## src/core_pkg.sv

```systemverilog
package core_pkg;

	parameter int WORD_W   = 16; // Data path width
	parameter int ADDR_W   = 16; // Word address width
	parameter int NUM_REGS = 8;
	parameter int REG_W    = 3;  // Register index width

	typedef struct packed {
		logic s; // Sign
		logic z; // Zero
		logic c; // Carry or borrow
		logic v; // Signed overflow
	} flags_t;

	// Operation class resolved in decode. Nine classes need a 4-bit encoding
	typedef enum logic [3:0] {
		CLS_ALU,
		CLS_MOV,
		CLS_CMP,
		CLS_LI,
		CLS_LD,
		CLS_ST,
		CLS_BR,
		CLS_HLT,
		CLS_NOP
	} op_class_t;

endpackage

```

## src/isa_pkg.sv

```systemverilog
package isa_pkg;

	// Major opcode in bits 15:14
	parameter logic [1:0] OP_LD  = 2'b00;
	parameter logic [1:0] OP_ST  = 2'b01;
	parameter logic [1:0] OP_IMM = 2'b10;
	parameter logic [1:0] OP_ALU = 2'b11;

	// op3 codes under OP_ALU
	parameter logic [3:0] F3_ADD = 4'b0000;
	parameter logic [3:0] F3_SUB = 4'b0001;
	parameter logic [3:0] F3_AND = 4'b0010;
	parameter logic [3:0] F3_OR  = 4'b0011;
	parameter logic [3:0] F3_XOR = 4'b0100;
	parameter logic [3:0] F3_CMP = 4'b0101;
	parameter logic [3:0] F3_MOV = 4'b0110;
	parameter logic [3:0] F3_HLT = 4'b1111;

	// ra field under OP_IMM
	parameter logic [2:0] GRP_LI  = 3'b000;
	parameter logic [2:0] GRP_B   = 3'b100;
	parameter logic [2:0] GRP_BCC = 3'b111;

	// rb field under GRP_BCC
	parameter logic [2:0] CC_BE  = 3'b000;
	parameter logic [2:0] CC_BLT = 3'b001;
	parameter logic [2:0] CC_BLE = 3'b010;
	parameter logic [2:0] CC_BNE = 3'b011;

	typedef struct packed {
		logic [1:0] op;
		logic [2:0] ra;
		logic [2:0] rb;
		logic [3:0] op3;
		logic [3:0] unused;
	} alu_fmt_t;

	typedef struct packed {
		logic [1:0] op;
		logic [2:0] ra;
		logic [2:0] rb;
		logic [7:0] d; // Signed displacement or immediate
	} imm_fmt_t;

	// One instruction word, read as register form or immediate form
	typedef union packed {
		alu_fmt_t alu_fmt;
		imm_fmt_t imm_fmt;
	} insn_t;

endpackage

```

## src/stage_if.sv

```systemverilog
`timescale 1ns/100ps

interface stage_if import core_pkg::*, isa_pkg::*; ();

	logic                valid;
	logic                ready;
	logic [ADDR_W-1:0]   pc;
	insn_t               insn;
	op_class_t           cls;
	logic [WORD_W-1:0]   opa;     // r[ra]
	logic [WORD_W-1:0]   opb;     // r[rb]
	logic [WORD_W-1:0]   result;  // Immediate, address or data
	logic [ADDR_W-1:0]   next_pc;

	modport source (output valid, pc, insn, cls, opa, opb, result, next_pc, input ready);
	modport sink (input valid, pc, insn, cls, opa, opb, result, next_pc, output ready);

endinterface

```

## src/fetch_stage.sv

```systemverilog
`timescale 1ns/100ps

module fetch_stage import core_pkg::*; #(
	parameter logic [ADDR_W-1:0] RESET_PC = '0
) (
	input  logic              clk,
	input  logic              rst,
	input  logic              start,
	input  logic              retire,
	input  logic [ADDR_W-1:0] retire_pc,
	input  logic              retire_halt,
	output logic              imem_valid,
	output logic [ADDR_W-1:0] imem_addr,
	input  logic              imem_ready,
	input  logic [WORD_W-1:0] imem_rdata,
	output logic              halted,
	stage_if.source           out
);

	typedef enum logic [2:0] {F_IDLE, F_FETCH, F_SEND, F_WAIT, F_HALT} fstate_t;

	fstate_t           state;
	logic [ADDR_W-1:0] pc;

	always_ff @(posedge clk) begin
		if (rst) begin
			state <= F_IDLE;
			pc    <= RESET_PC;
		end else begin
			case (state)
				F_IDLE:  if (start) state <= F_FETCH;
				F_FETCH: if (imem_ready) state <= F_SEND;
				F_SEND:  if (out.ready) state <= F_WAIT;
				F_WAIT: begin
					if (retire) begin // Previous instruction done
						pc    <= retire_pc;
						state <= retire_halt ? F_HALT : F_FETCH;
					end
				end
				default: state <= F_HALT; // Stays until rst
			endcase
		end
	end

	// Instruction word captured at the fetch handshake
	always_ff @(posedge clk) begin
		if (state == F_FETCH && imem_ready)
			out.insn <= imem_rdata;
	end

	assign imem_valid  = (state == F_FETCH);
	assign imem_addr   = pc;
	assign halted      = (state == F_HALT);

	assign out.valid   = (state == F_SEND);
	assign out.pc      = pc;
	assign out.cls     = CLS_NOP; // Classified in decode
	assign out.opa     = '0;
	assign out.opb     = '0;
	assign out.result  = '0;
	assign out.next_pc = pc + ADDR_W'(1);

endmodule

```

## src/decode_stage.sv

```systemverilog
`timescale 1ns/100ps

module decode_stage import core_pkg::*, isa_pkg::*; (
	input  logic              clk,
	input  logic              rst,
	stage_if.sink             in,
	stage_if.source           out,
	input  logic              rf_we,
	input  logic [REG_W-1:0]  rf_waddr,
	input  logic [WORD_W-1:0] rf_wdata
);

	logic [WORD_W-1:0] regs [NUM_REGS];
	op_class_t         cls;
	logic [WORD_W-1:0] imm;
	logic              take;

	assign take     = in.valid && in.ready;
	assign in.ready = !out.valid || out.ready;
	assign imm      = {{(WORD_W-8){in.insn.imm_fmt.d[7]}}, in.insn.imm_fmt.d};

	always_ff @(posedge clk) begin
		if (rf_we)
			regs[rf_waddr] <= rf_wdata;
	end

	// Pick the format by major opcode, then classify
	always_comb begin
		cls = CLS_NOP;
		case (in.insn.imm_fmt.op)
			OP_LD: cls = CLS_LD;
			OP_ST: cls = CLS_ST;
			OP_IMM: begin
				case (in.insn.imm_fmt.ra)
					GRP_LI: cls = CLS_LI;
					GRP_B:  cls = CLS_BR;
					GRP_BCC: begin
						if (in.insn.imm_fmt.rb inside {CC_BE, CC_BLT, CC_BLE, CC_BNE})
							cls = CLS_BR;
					end
					default: cls = CLS_NOP;
				endcase
			end
			default: begin // OP_ALU
				case (in.insn.alu_fmt.op3)
					F3_ADD, F3_SUB, F3_AND, F3_OR, F3_XOR: cls = CLS_ALU;
					F3_CMP:  cls = CLS_CMP;
					F3_MOV:  cls = CLS_MOV;
					F3_HLT:  cls = CLS_HLT;
					default: cls = CLS_NOP;
				endcase
			end
		endcase
	end

	always_ff @(posedge clk) begin
		if (rst)
			out.valid <= 1'b0;
		else if (take)
			out.valid <= 1'b1;
		else if (out.ready)
			out.valid <= 1'b0;
	end

	always_ff @(posedge clk) begin
		if (take) begin
			out.pc      <= in.pc;
			out.insn    <= in.insn;
			out.cls     <= cls;
			out.opa     <= regs[in.insn.imm_fmt.ra];
			out.opb     <= regs[in.insn.imm_fmt.rb];
			out.result  <= imm; // LI value or LD/ST/branch offset
			out.next_pc <= in.next_pc;
		end
	end

endmodule

```

## src/execute_stage.sv

```systemverilog
`timescale 1ns/100ps

module execute_stage import core_pkg::*, isa_pkg::*; (
	input  logic    clk,
	input  logic    rst,
	stage_if.sink   in,
	stage_if.source out
);

	flags_t            flags;
	flags_t            alu_flags;
	logic [WORD_W-1:0] alu_res;
	logic [WORD_W:0]   add_res;
	logic [WORD_W:0]   sub_res;
	logic [WORD_W-1:0] result;
	logic              taken;
	logic              take;

	assign take     = in.valid && in.ready;
	assign in.ready = !out.valid || out.ready;

	assign add_res = {1'b0, in.opb} + {1'b0, in.opa}; // r[rb] + r[ra]
	assign sub_res = {1'b0, in.opb} - {1'b0, in.opa}; // r[rb] - r[ra]

	always_comb begin
		alu_res     = '0;
		alu_flags.c = flags.c;
		alu_flags.v = flags.v;
		case (in.insn.alu_fmt.op3)
			F3_ADD: begin
				alu_res     = add_res[WORD_W-1:0];
				alu_flags.c = add_res[WORD_W];
				alu_flags.v = (in.opb[WORD_W-1] == in.opa[WORD_W-1])
					&& (alu_res[WORD_W-1] != in.opb[WORD_W-1]);
			end
			F3_SUB, F3_CMP: begin
				alu_res     = sub_res[WORD_W-1:0];
				alu_flags.c = sub_res[WORD_W]; // Borrow
				alu_flags.v = (in.opb[WORD_W-1] != in.opa[WORD_W-1])
					&& (alu_res[WORD_W-1] != in.opb[WORD_W-1]);
			end
			F3_AND, F3_OR, F3_XOR: begin
				if (in.insn.alu_fmt.op3 == F3_AND)
					alu_res = in.opb & in.opa;
				else if (in.insn.alu_fmt.op3 == F3_OR)
					alu_res = in.opb | in.opa;
				else
					alu_res = in.opb ^ in.opa;
				alu_flags.c = 1'b0;
				alu_flags.v = 1'b0;
			end
			default: alu_res = '0;
		endcase
		alu_flags.s = alu_res[WORD_W-1];
		alu_flags.z = (alu_res == '0);
	end

	always_comb begin
		case (in.cls)
			CLS_ALU:        result = alu_res;
			CLS_MOV:        result = in.opa;
			CLS_LD, CLS_ST: result = in.opb + in.result; // Base plus offset
			default:        result = in.result;
		endcase
	end

	// Branch condition from the flags left by earlier instructions
	always_comb begin
		taken = 1'b0;
		if (in.cls == CLS_BR) begin
			if (in.insn.imm_fmt.ra == GRP_B)
				taken = 1'b1;
			else begin
				case (in.insn.imm_fmt.rb)
					CC_BE:   taken = flags.z;
					CC_BLT:  taken = flags.s ^ flags.v;
					CC_BLE:  taken = flags.z || (flags.s ^ flags.v);
					CC_BNE:  taken = !flags.z;
					default: taken = 1'b0;
				endcase
			end
		end
	end

	always_ff @(posedge clk) begin
		if (rst) begin
			out.valid <= 1'b0;
			flags     <= '0;
		end else begin
			if (take && (in.cls == CLS_ALU || in.cls == CLS_CMP))
				flags <= alu_flags;
			if (take)
				out.valid <= 1'b1;
			else if (out.ready)
				out.valid <= 1'b0;
		end
	end

	always_ff @(posedge clk) begin
		if (take) begin
			out.pc      <= in.pc;
			out.insn    <= in.insn;
			out.cls     <= in.cls;
			out.opa     <= in.opa; // Store data rides along
			out.opb     <= in.opb;
			out.result  <= result;
			out.next_pc <= taken ? in.next_pc + ADDR_W'(in.result) : in.next_pc;
		end
	end

endmodule

```

## src/memory_stage.sv

```systemverilog
`timescale 1ns/100ps

module memory_stage import core_pkg::*; (
	input  logic              clk,
	input  logic              rst,
	stage_if.sink             in,
	stage_if.source           out,
	output logic              dmem_valid,
	output logic              dmem_write,
	output logic [ADDR_W-1:0] dmem_addr,
	output logic [WORD_W-1:0] dmem_wdata,
	input  logic              dmem_ready,
	input  logic [WORD_W-1:0] dmem_rdata
);

	logic take;
	logic is_mem;
	logic dmem_done;

	assign is_mem    = (in.cls == CLS_LD) || (in.cls == CLS_ST);
	assign dmem_done = dmem_valid && dmem_ready;
	assign take      = in.valid && in.ready;
	assign in.ready  = !dmem_valid && (!out.valid || out.ready);

	// Request fields come from the held record, so they stay put during a stall
	assign dmem_addr  = ADDR_W'(out.result);
	assign dmem_wdata = out.opa;
	assign dmem_write = (out.cls == CLS_ST);

	always_ff @(posedge clk) begin
		if (rst) begin
			out.valid  <= 1'b0;
			dmem_valid <= 1'b0;
		end else if (dmem_valid) begin
			if (dmem_ready) begin
				dmem_valid <= 1'b0;
				out.valid  <= 1'b1;
			end
		end else if (take) begin
			dmem_valid <= is_mem;
			out.valid  <= !is_mem; // Others pass in one cycle
		end else if (out.ready) begin
			out.valid <= 1'b0;
		end
	end

	always_ff @(posedge clk) begin
		if (take) begin
			out.pc      <= in.pc;
			out.insn    <= in.insn;
			out.cls     <= in.cls;
			out.opa     <= in.opa;
			out.opb     <= in.opb;
			out.result  <= in.result;
			out.next_pc <= in.next_pc;
		end else if (dmem_done && out.cls == CLS_LD) begin
			out.result <= dmem_rdata; // Loaded word replaces the address
		end
	end

endmodule

```

## src/writeback_stage.sv

```systemverilog
`timescale 1ns/100ps

module writeback_stage import core_pkg::*; (
	input  logic              clk,
	input  logic              rst,
	stage_if.sink             in,
	output logic              rf_we,
	output logic [REG_W-1:0]  rf_waddr,
	output logic [WORD_W-1:0] rf_wdata,
	output logic              retire,
	output logic [ADDR_W-1:0] retire_pc,
	output logic              retire_halt
);

	logic             wr_en;
	logic [REG_W-1:0] wr_reg;

	assign in.ready = 1'b1;

	always_comb begin
		wr_en  = 1'b0;
		wr_reg = in.insn.imm_fmt.rb;
		case (in.cls)
			CLS_ALU, CLS_MOV, CLS_LI: wr_en = 1'b1;
			CLS_LD: begin
				wr_en  = 1'b1;
				wr_reg = in.insn.imm_fmt.ra; // LD targets ra
			end
			default: wr_en = 1'b0;
		endcase
	end

	always_ff @(posedge clk) begin
		if (rst) begin
			rf_we  <= 1'b0;
			retire <= 1'b0;
		end else begin
			rf_we  <= in.valid && wr_en;
			retire <= in.valid; // One pulse per record
		end
	end

	always_ff @(posedge clk) begin
		if (in.valid) begin
			rf_waddr    <= wr_reg;
			rf_wdata    <= in.result;
			retire_pc   <= in.next_pc;
			retire_halt <= (in.cls == CLS_HLT);
		end
	end

endmodule

```

## src/cpu_top.sv

```systemverilog
`timescale 1ns/100ps

module cpu_top import core_pkg::*; #(
	parameter logic [ADDR_W-1:0] RESET_PC = '0
) (
	input  logic              clk,
	input  logic              rst,
	input  logic              start,
	output logic              halted,
	output logic              imem_valid,
	output logic [ADDR_W-1:0] imem_addr,
	input  logic              imem_ready,
	input  logic [WORD_W-1:0] imem_rdata,
	output logic              dmem_valid,
	output logic              dmem_write,
	output logic [ADDR_W-1:0] dmem_addr,
	output logic [WORD_W-1:0] dmem_wdata,
	input  logic              dmem_ready,
	input  logic [WORD_W-1:0] dmem_rdata
);

	logic              rf_we;
	logic [REG_W-1:0]  rf_waddr;
	logic [WORD_W-1:0] rf_wdata;
	logic              retire;
	logic [ADDR_W-1:0] retire_pc;
	logic              retire_halt;

	stage_if f2d ();
	stage_if d2e ();
	stage_if e2m ();
	stage_if m2w ();

	fetch_stage #(
		.RESET_PC (RESET_PC)
	) u_fetch (
		.clk         (clk),
		.rst         (rst),
		.start       (start),
		.retire      (retire),
		.retire_pc   (retire_pc),
		.retire_halt (retire_halt),
		.imem_valid  (imem_valid),
		.imem_addr   (imem_addr),
		.imem_ready  (imem_ready),
		.imem_rdata  (imem_rdata),
		.halted      (halted),
		.out         (f2d.source)
	);

	decode_stage u_decode (
		.clk      (clk),
		.rst      (rst),
		.in       (f2d.sink),
		.out      (d2e.source),
		.rf_we    (rf_we),
		.rf_waddr (rf_waddr),
		.rf_wdata (rf_wdata)
	);

	execute_stage u_execute (
		.clk (clk),
		.rst (rst),
		.in  (d2e.sink),
		.out (e2m.source)
	);

	memory_stage u_memory (
		.clk        (clk),
		.rst        (rst),
		.in         (e2m.sink),
		.out        (m2w.source),
		.dmem_valid (dmem_valid),
		.dmem_write (dmem_write),
		.dmem_addr  (dmem_addr),
		.dmem_wdata (dmem_wdata),
		.dmem_ready (dmem_ready),
		.dmem_rdata (dmem_rdata)
	);

	writeback_stage u_writeback (
		.clk         (clk),
		.rst         (rst),
		.in          (m2w.sink),
		.rf_we       (rf_we),
		.rf_waddr    (rf_waddr),
		.rf_wdata    (rf_wdata),
		.retire      (retire),
		.retire_pc   (retire_pc),
		.retire_halt (retire_halt)
	);

endmodule

```

## config.mk

```make
export PLATFORM = sky130hd
export DESIGN_NAME = cpu_top
export DESIGN_NICKNAME = d
export VERILOG_FILES = /design/src/core_pkg.sv /design/src/isa_pkg.sv /design/src/stage_if.sv /design/src/fetch_stage.sv /design/src/decode_stage.sv /design/src/execute_stage.sv /design/src/memory_stage.sv /design/src/writeback_stage.sv /design/src/cpu_top.sv
export SDC_FILE = /design/constraint.sdc
export NUM_CORES = 1
export LEC_CHECK = 0
export ABC_AREA = 1
export BUFFER_PORTS_ARGS = -buffer_cell sky130_fd_sc_hd__buf_2
export CORE_MARGIN = 1.5
export CORE_UTILIZATION = 55
export DETAILED_ROUTE_END_ITERATION = 10
export PLACE_DENSITY = 0.72
export SKIP_CTS_REPAIR_TIMING = 1
export SYNTH_ARGS = -nofsm -noshare
export SYNTH_HDL_FRONTEND = slang
export SYNTH_SLANG_ARGS = --single-unit
export TNS_END_PERCENT = 30
```

## constraint.sdc

```tcl
create_clock -name clk -period 5.75 [get_ports clk]
set_input_delay 0.8625 -clock clk [delete_from_list [all_inputs] [get_ports clk]]
set_output_delay 0.8625 -clock clk [all_outputs]
set_load 0.01 [all_outputs]
```

==> impl_metrics.ini <==
[timing]
worst_slack_ns = 2.95
rsz0062_at_grt = no
period_needed_ns = 2.80
max_freq_mhz = 357
hold_viol = 0
worst_slew_pin_slew_ns = 1.08
finClkSkew_ns = 0.0147
fin_crit_sh = 0.487
fin_tns_setup_ns = 0
max-slew-margin-rel = 0.278
slew_viol_final = 0
setup_violations = 0

[drt]
first_pass_iters = 6
route.vias.total = 15268
vias_per_cell = 5.86
drcViolationCount = 0
wl_per_cell_um = 20.1
antenna_left = 0
drt_iter0_markers = 1605
wirelength_um = 52300

[yosys]
synth_fa_ha_area_frac = 0.0550
synth_cells = 2036
syn_area_per_cell_sq_um = 9.77
synth-compound-area-share = 0.136
yosys.area_share.simple = 0.151
synth_edf_count = 362
yosysTopAreaCell = edfxtp_1
yosysTopAreaCellShare = 0.546
synth-seq-cells = 394
yosysUniqueCellTypes = 54
synth_mux_area_frac = 0.00270
syn_nets = 2158
yosysSeqAreaShare = 0.578
synth_top_family_by_area = simple AND/OR/NAND/NOR gates
yosys_warnings = 0
synth_area_leaders = edfxtp_1 55%, nand2_1 7.0%, o21ai_0 5.3%, ha_1 5.1%, inv_1 4.3%
netlist_area_sq_um = 19900
async_reset_ff_frac = 0
synthFlopType = edfxtp_1
synthXorXnorAreaFrac = 0.0136

[worst_setup_path]
reg2reg_slack_ns = 2.95
cpMostUsedCell = nor2_1
cp.required_ns = 6.20
path_buf_inv = 0
crit_path_end = u_execute.flags[2]$_SDFFE_PP0P_
cp_max_fo = 11
reg2reg_depth = 12
r2r_start = u_decode.out.result[6]$_DFFE_PP_
cp_cell_sequence = nor2_4 -> nand2_1 -> nand2_2 -> o21ai_1 -> nor3_1 -> nor2_1 -> nand3_1 -> nor2_1 -> nand3_1 -> nor2_1 -> nand2_1 -> a21oi_2
cp_slowest_cell = edfxtp_1
worstReg2RegEnd = u_execute.flags[2]$_SDFFE_PP0P_
slowest_delay_ns = 0.59
end_kind = flip-flop
crit_start = u_decode.out.result[6]$_DFFE_PP_
critical_path_arrival_ns = 3.25
worstSetupPathDepth = 12
cpLargestDelayFamily = simple AND/OR/NAND/NOR gates
cp-start-kind = flip-flop
crit_type = flip-flop to flip-flop

[clock_network]
clockBufferDepth = 3
h-tree-depth = 2
cts-root-buf = clkbuf_16
cts_sinks = 394
clkSlewWorstSetupHoldPaths_ns = 0.06
clock_latency_ns = 0.57
cts_buffers = 42
cts_tree = yes

[cells_and_area]
drive_above_1_share = 0.102
nets = 2233
fin_area_sq_um = 22100
fillers = 2928
fin_cells = 2605
area_growth_pct = 11.0

[placement]
port_buffers = 88
dpl_cell_area_sq_um = 20700
place_inst = 2528
pre_cts_slack_ns = 3.01
place_congestion = 0.931
hpwl_um = 35800

[floorplanning]
die_w_um = 193
start_util = 0.559
die_area_sq_um = 37300
design.core.area_sq_um = 35600
die_height_um = 193
io_pins = 89
rows = 69

[outcome]
status = complete, no violations

[global_route]
grt_pass1_wl_um = 79700
grt_pass1_vias = 14523
grt-ovfl-total = 0
grtUsageTotal = 0.276
antenna_found_initial = 1
grt_max_degree = 116

[power_and_ir_drop]
peakVddDrop_mv = 0.266
power_density_nw_per_um2 = 429
leakage_uw = 0.00885

[flow_run]
cap_viol_max_count = 0

[hold_path]
hold_path.class = flip-flop to flip-flop
-- cells in the final DEF (no fill, tap or decap), drive strengths merged, types with 2 or more instances in the layout --
| cell type | Yosys | routed |
|---|---|---|
| edfxtp | 362 | 362 |
| nor4 | 3 | 3 |
| a21oi | 153 | 153 |
| o21bai | 3 | 3 |
| inv | 242 | 243 |
| mux2 | 3 | 3 |
| o31ai | 3 | 3 |
| fa | 4 | 4 |
| o21ai | 224 | 224 |
| nor2 | 191 | 191 |
| a21o | 5 | 5 |
| mux2i | 2 | 2 |
| dfxtp | 32 | 32 |
| xor2 | 24 | 24 |
| nand3 | 107 | 107 |
| clkinv | 4 | 20 |
| nor3 | 16 | 16 |
| a31oi | 36 | 36 |
| o22ai | 2 | 2 |
| o2111ai | 9 | 9 |
| xnor2 | 7 | 7 |
| bufinv | 0 | 4 |
| or2 | 5 | 5 |
| nand2 | 375 | 375 |
| clkbuf | 51 | 54 |
| o211ai | 39 | 39 |
| buf | 25 | 107 |
| nand4 | 10 | 10 |
| a21boi | 3 | 3 |
| a211oi | 2 | 2 |
| nand3b | 6 | 6 |
| ha | 81 | 81 |
-- flip-flops by register name, summed over array words and instances (netlist names), 16 cells and up, named ones only --
register	count
u_decode.out.next_pc	16
u_decode.out.opa	16
u_decode.out.opb	16
u_decode.regs	128
u_execute.out.next_pc	16
u_execute.out.opa	16
u_execute.out.result	16
u_fetch.imem_addr	16
u_fetch.out.insn	16
u_memory.dmem_addr	16
u_memory.dmem_wdata	16
u_memory.out.next_pc	16
u_writeback.retire_pc	16
u_writeback.rf_wdata	16
-- worst min-delay path by stage --
stage / start / end / slack, ns / depth (start not counted)
6_report: u_memory.out.next_pc[0]$_DFFE_PP_ / u_writeback.retire_pc[0]$_DFFE_PP_ / 0.41 / 0
5_1_grt: u_memory.out.next_pc[13]$_DFFE_PP_ / u_writeback.retire_pc[13]$_DFFE_PP_ / 0.42 / 0
4_1_cts: u_execute.out.insn[11]$_DFFE_PP_ / u_memory.out.insn[11]$_DFFE_PP_ / 0.41 / 0
3_5_place_dp: u_execute.out.next_pc[10]$_DFFE_PP_ / u_memory.out.next_pc[10]$_DFFE_PP_ / 0.40 / 0
3_3_place_gp: u_memory.out.next_pc[15]$_DFFE_PP_ / u_writeback.retire_pc[15]$_DFFE_PP_ / 0.40 / 0
2_1_floorplan: u_fetch.out.insn[0]$_DFFE_PP_ / u_decode.out.result[0]$_DFFE_PP_ / 0.40 / 0
-- final cells by class --
class | count | area (sq um) | area share
clock inverter | 22 | 216 | 0.00980
timing repair buffer | 107 | 583 | 0.0264
sequential | 394 | 11500 | 0.521
antenna | 1 | 2.50 | 0.000113
inverter | 246 | 923 | 0.0418
tap | 461 | 577 | 0.0261
multi-input combinational | 1320 | 7150 | 0.323
clock buffer | 54 | 1140 | 0.0514
-- synthesized netlist by cell type, types with 6 or more instances --
library cell / number
o21ai_0: 211
clkbuf_1: 51
nor2_1: 182
o21ai_1: 12
a31oi_1: 36
nor3_1: 13
xor2_1: 24
dfxtp_1: 32
nand3b_1: 6
o2111ai_1: 9
inv_1: 227
nand3_1: 104
a21oi_1: 150
ha_1: 81
edfxtp_1: 362
buf_1: 6
nand2_1: 372
buf_2: 10
inv_2: 15
nand4_1: 10
xnor2_1: 7
o211ai_1: 37
-- per-layer routing --
metal  GRT usage  vias up  part of all wire
met5           0        -                 0
met4       0.106        0             0.031
met3      0.0389      111             0.064
met2       0.438      566              0.46
met1       0.386     7405              0.44
li1            -     7186                 -
-- where the power goes --
group          switching [uW]  internal, uW
logic                    2060           913
registers                 254          3580
clock network            1100          1570
-- cell families (layout without fill, tap and decap cells) --
family          count (synthesis)  count (layout)
buf+inv                       322             429
compound gates                485             485
other cells                     0               1
flops                         394             394
mux                             5               5
simple gates                  714             714
xor+xnor                       31              31
fa+ha+maj                      85              85
-- metrics by stage --
step | util | hold WS [ns] | total power, uW
after floorplan | - | 0.400 | 5950
after global placement | 0.583 | 0.400 | 6730
after detailed placement | 0.583 | 0.405 | 6790
after CTS | 0.621 | 0.411 | 9480
after global routing | 0.621 | 0.422 | 9990
final | 0.621 | 0.415 | 9480
Note: power is estimated with default switching activity, not from simulation.
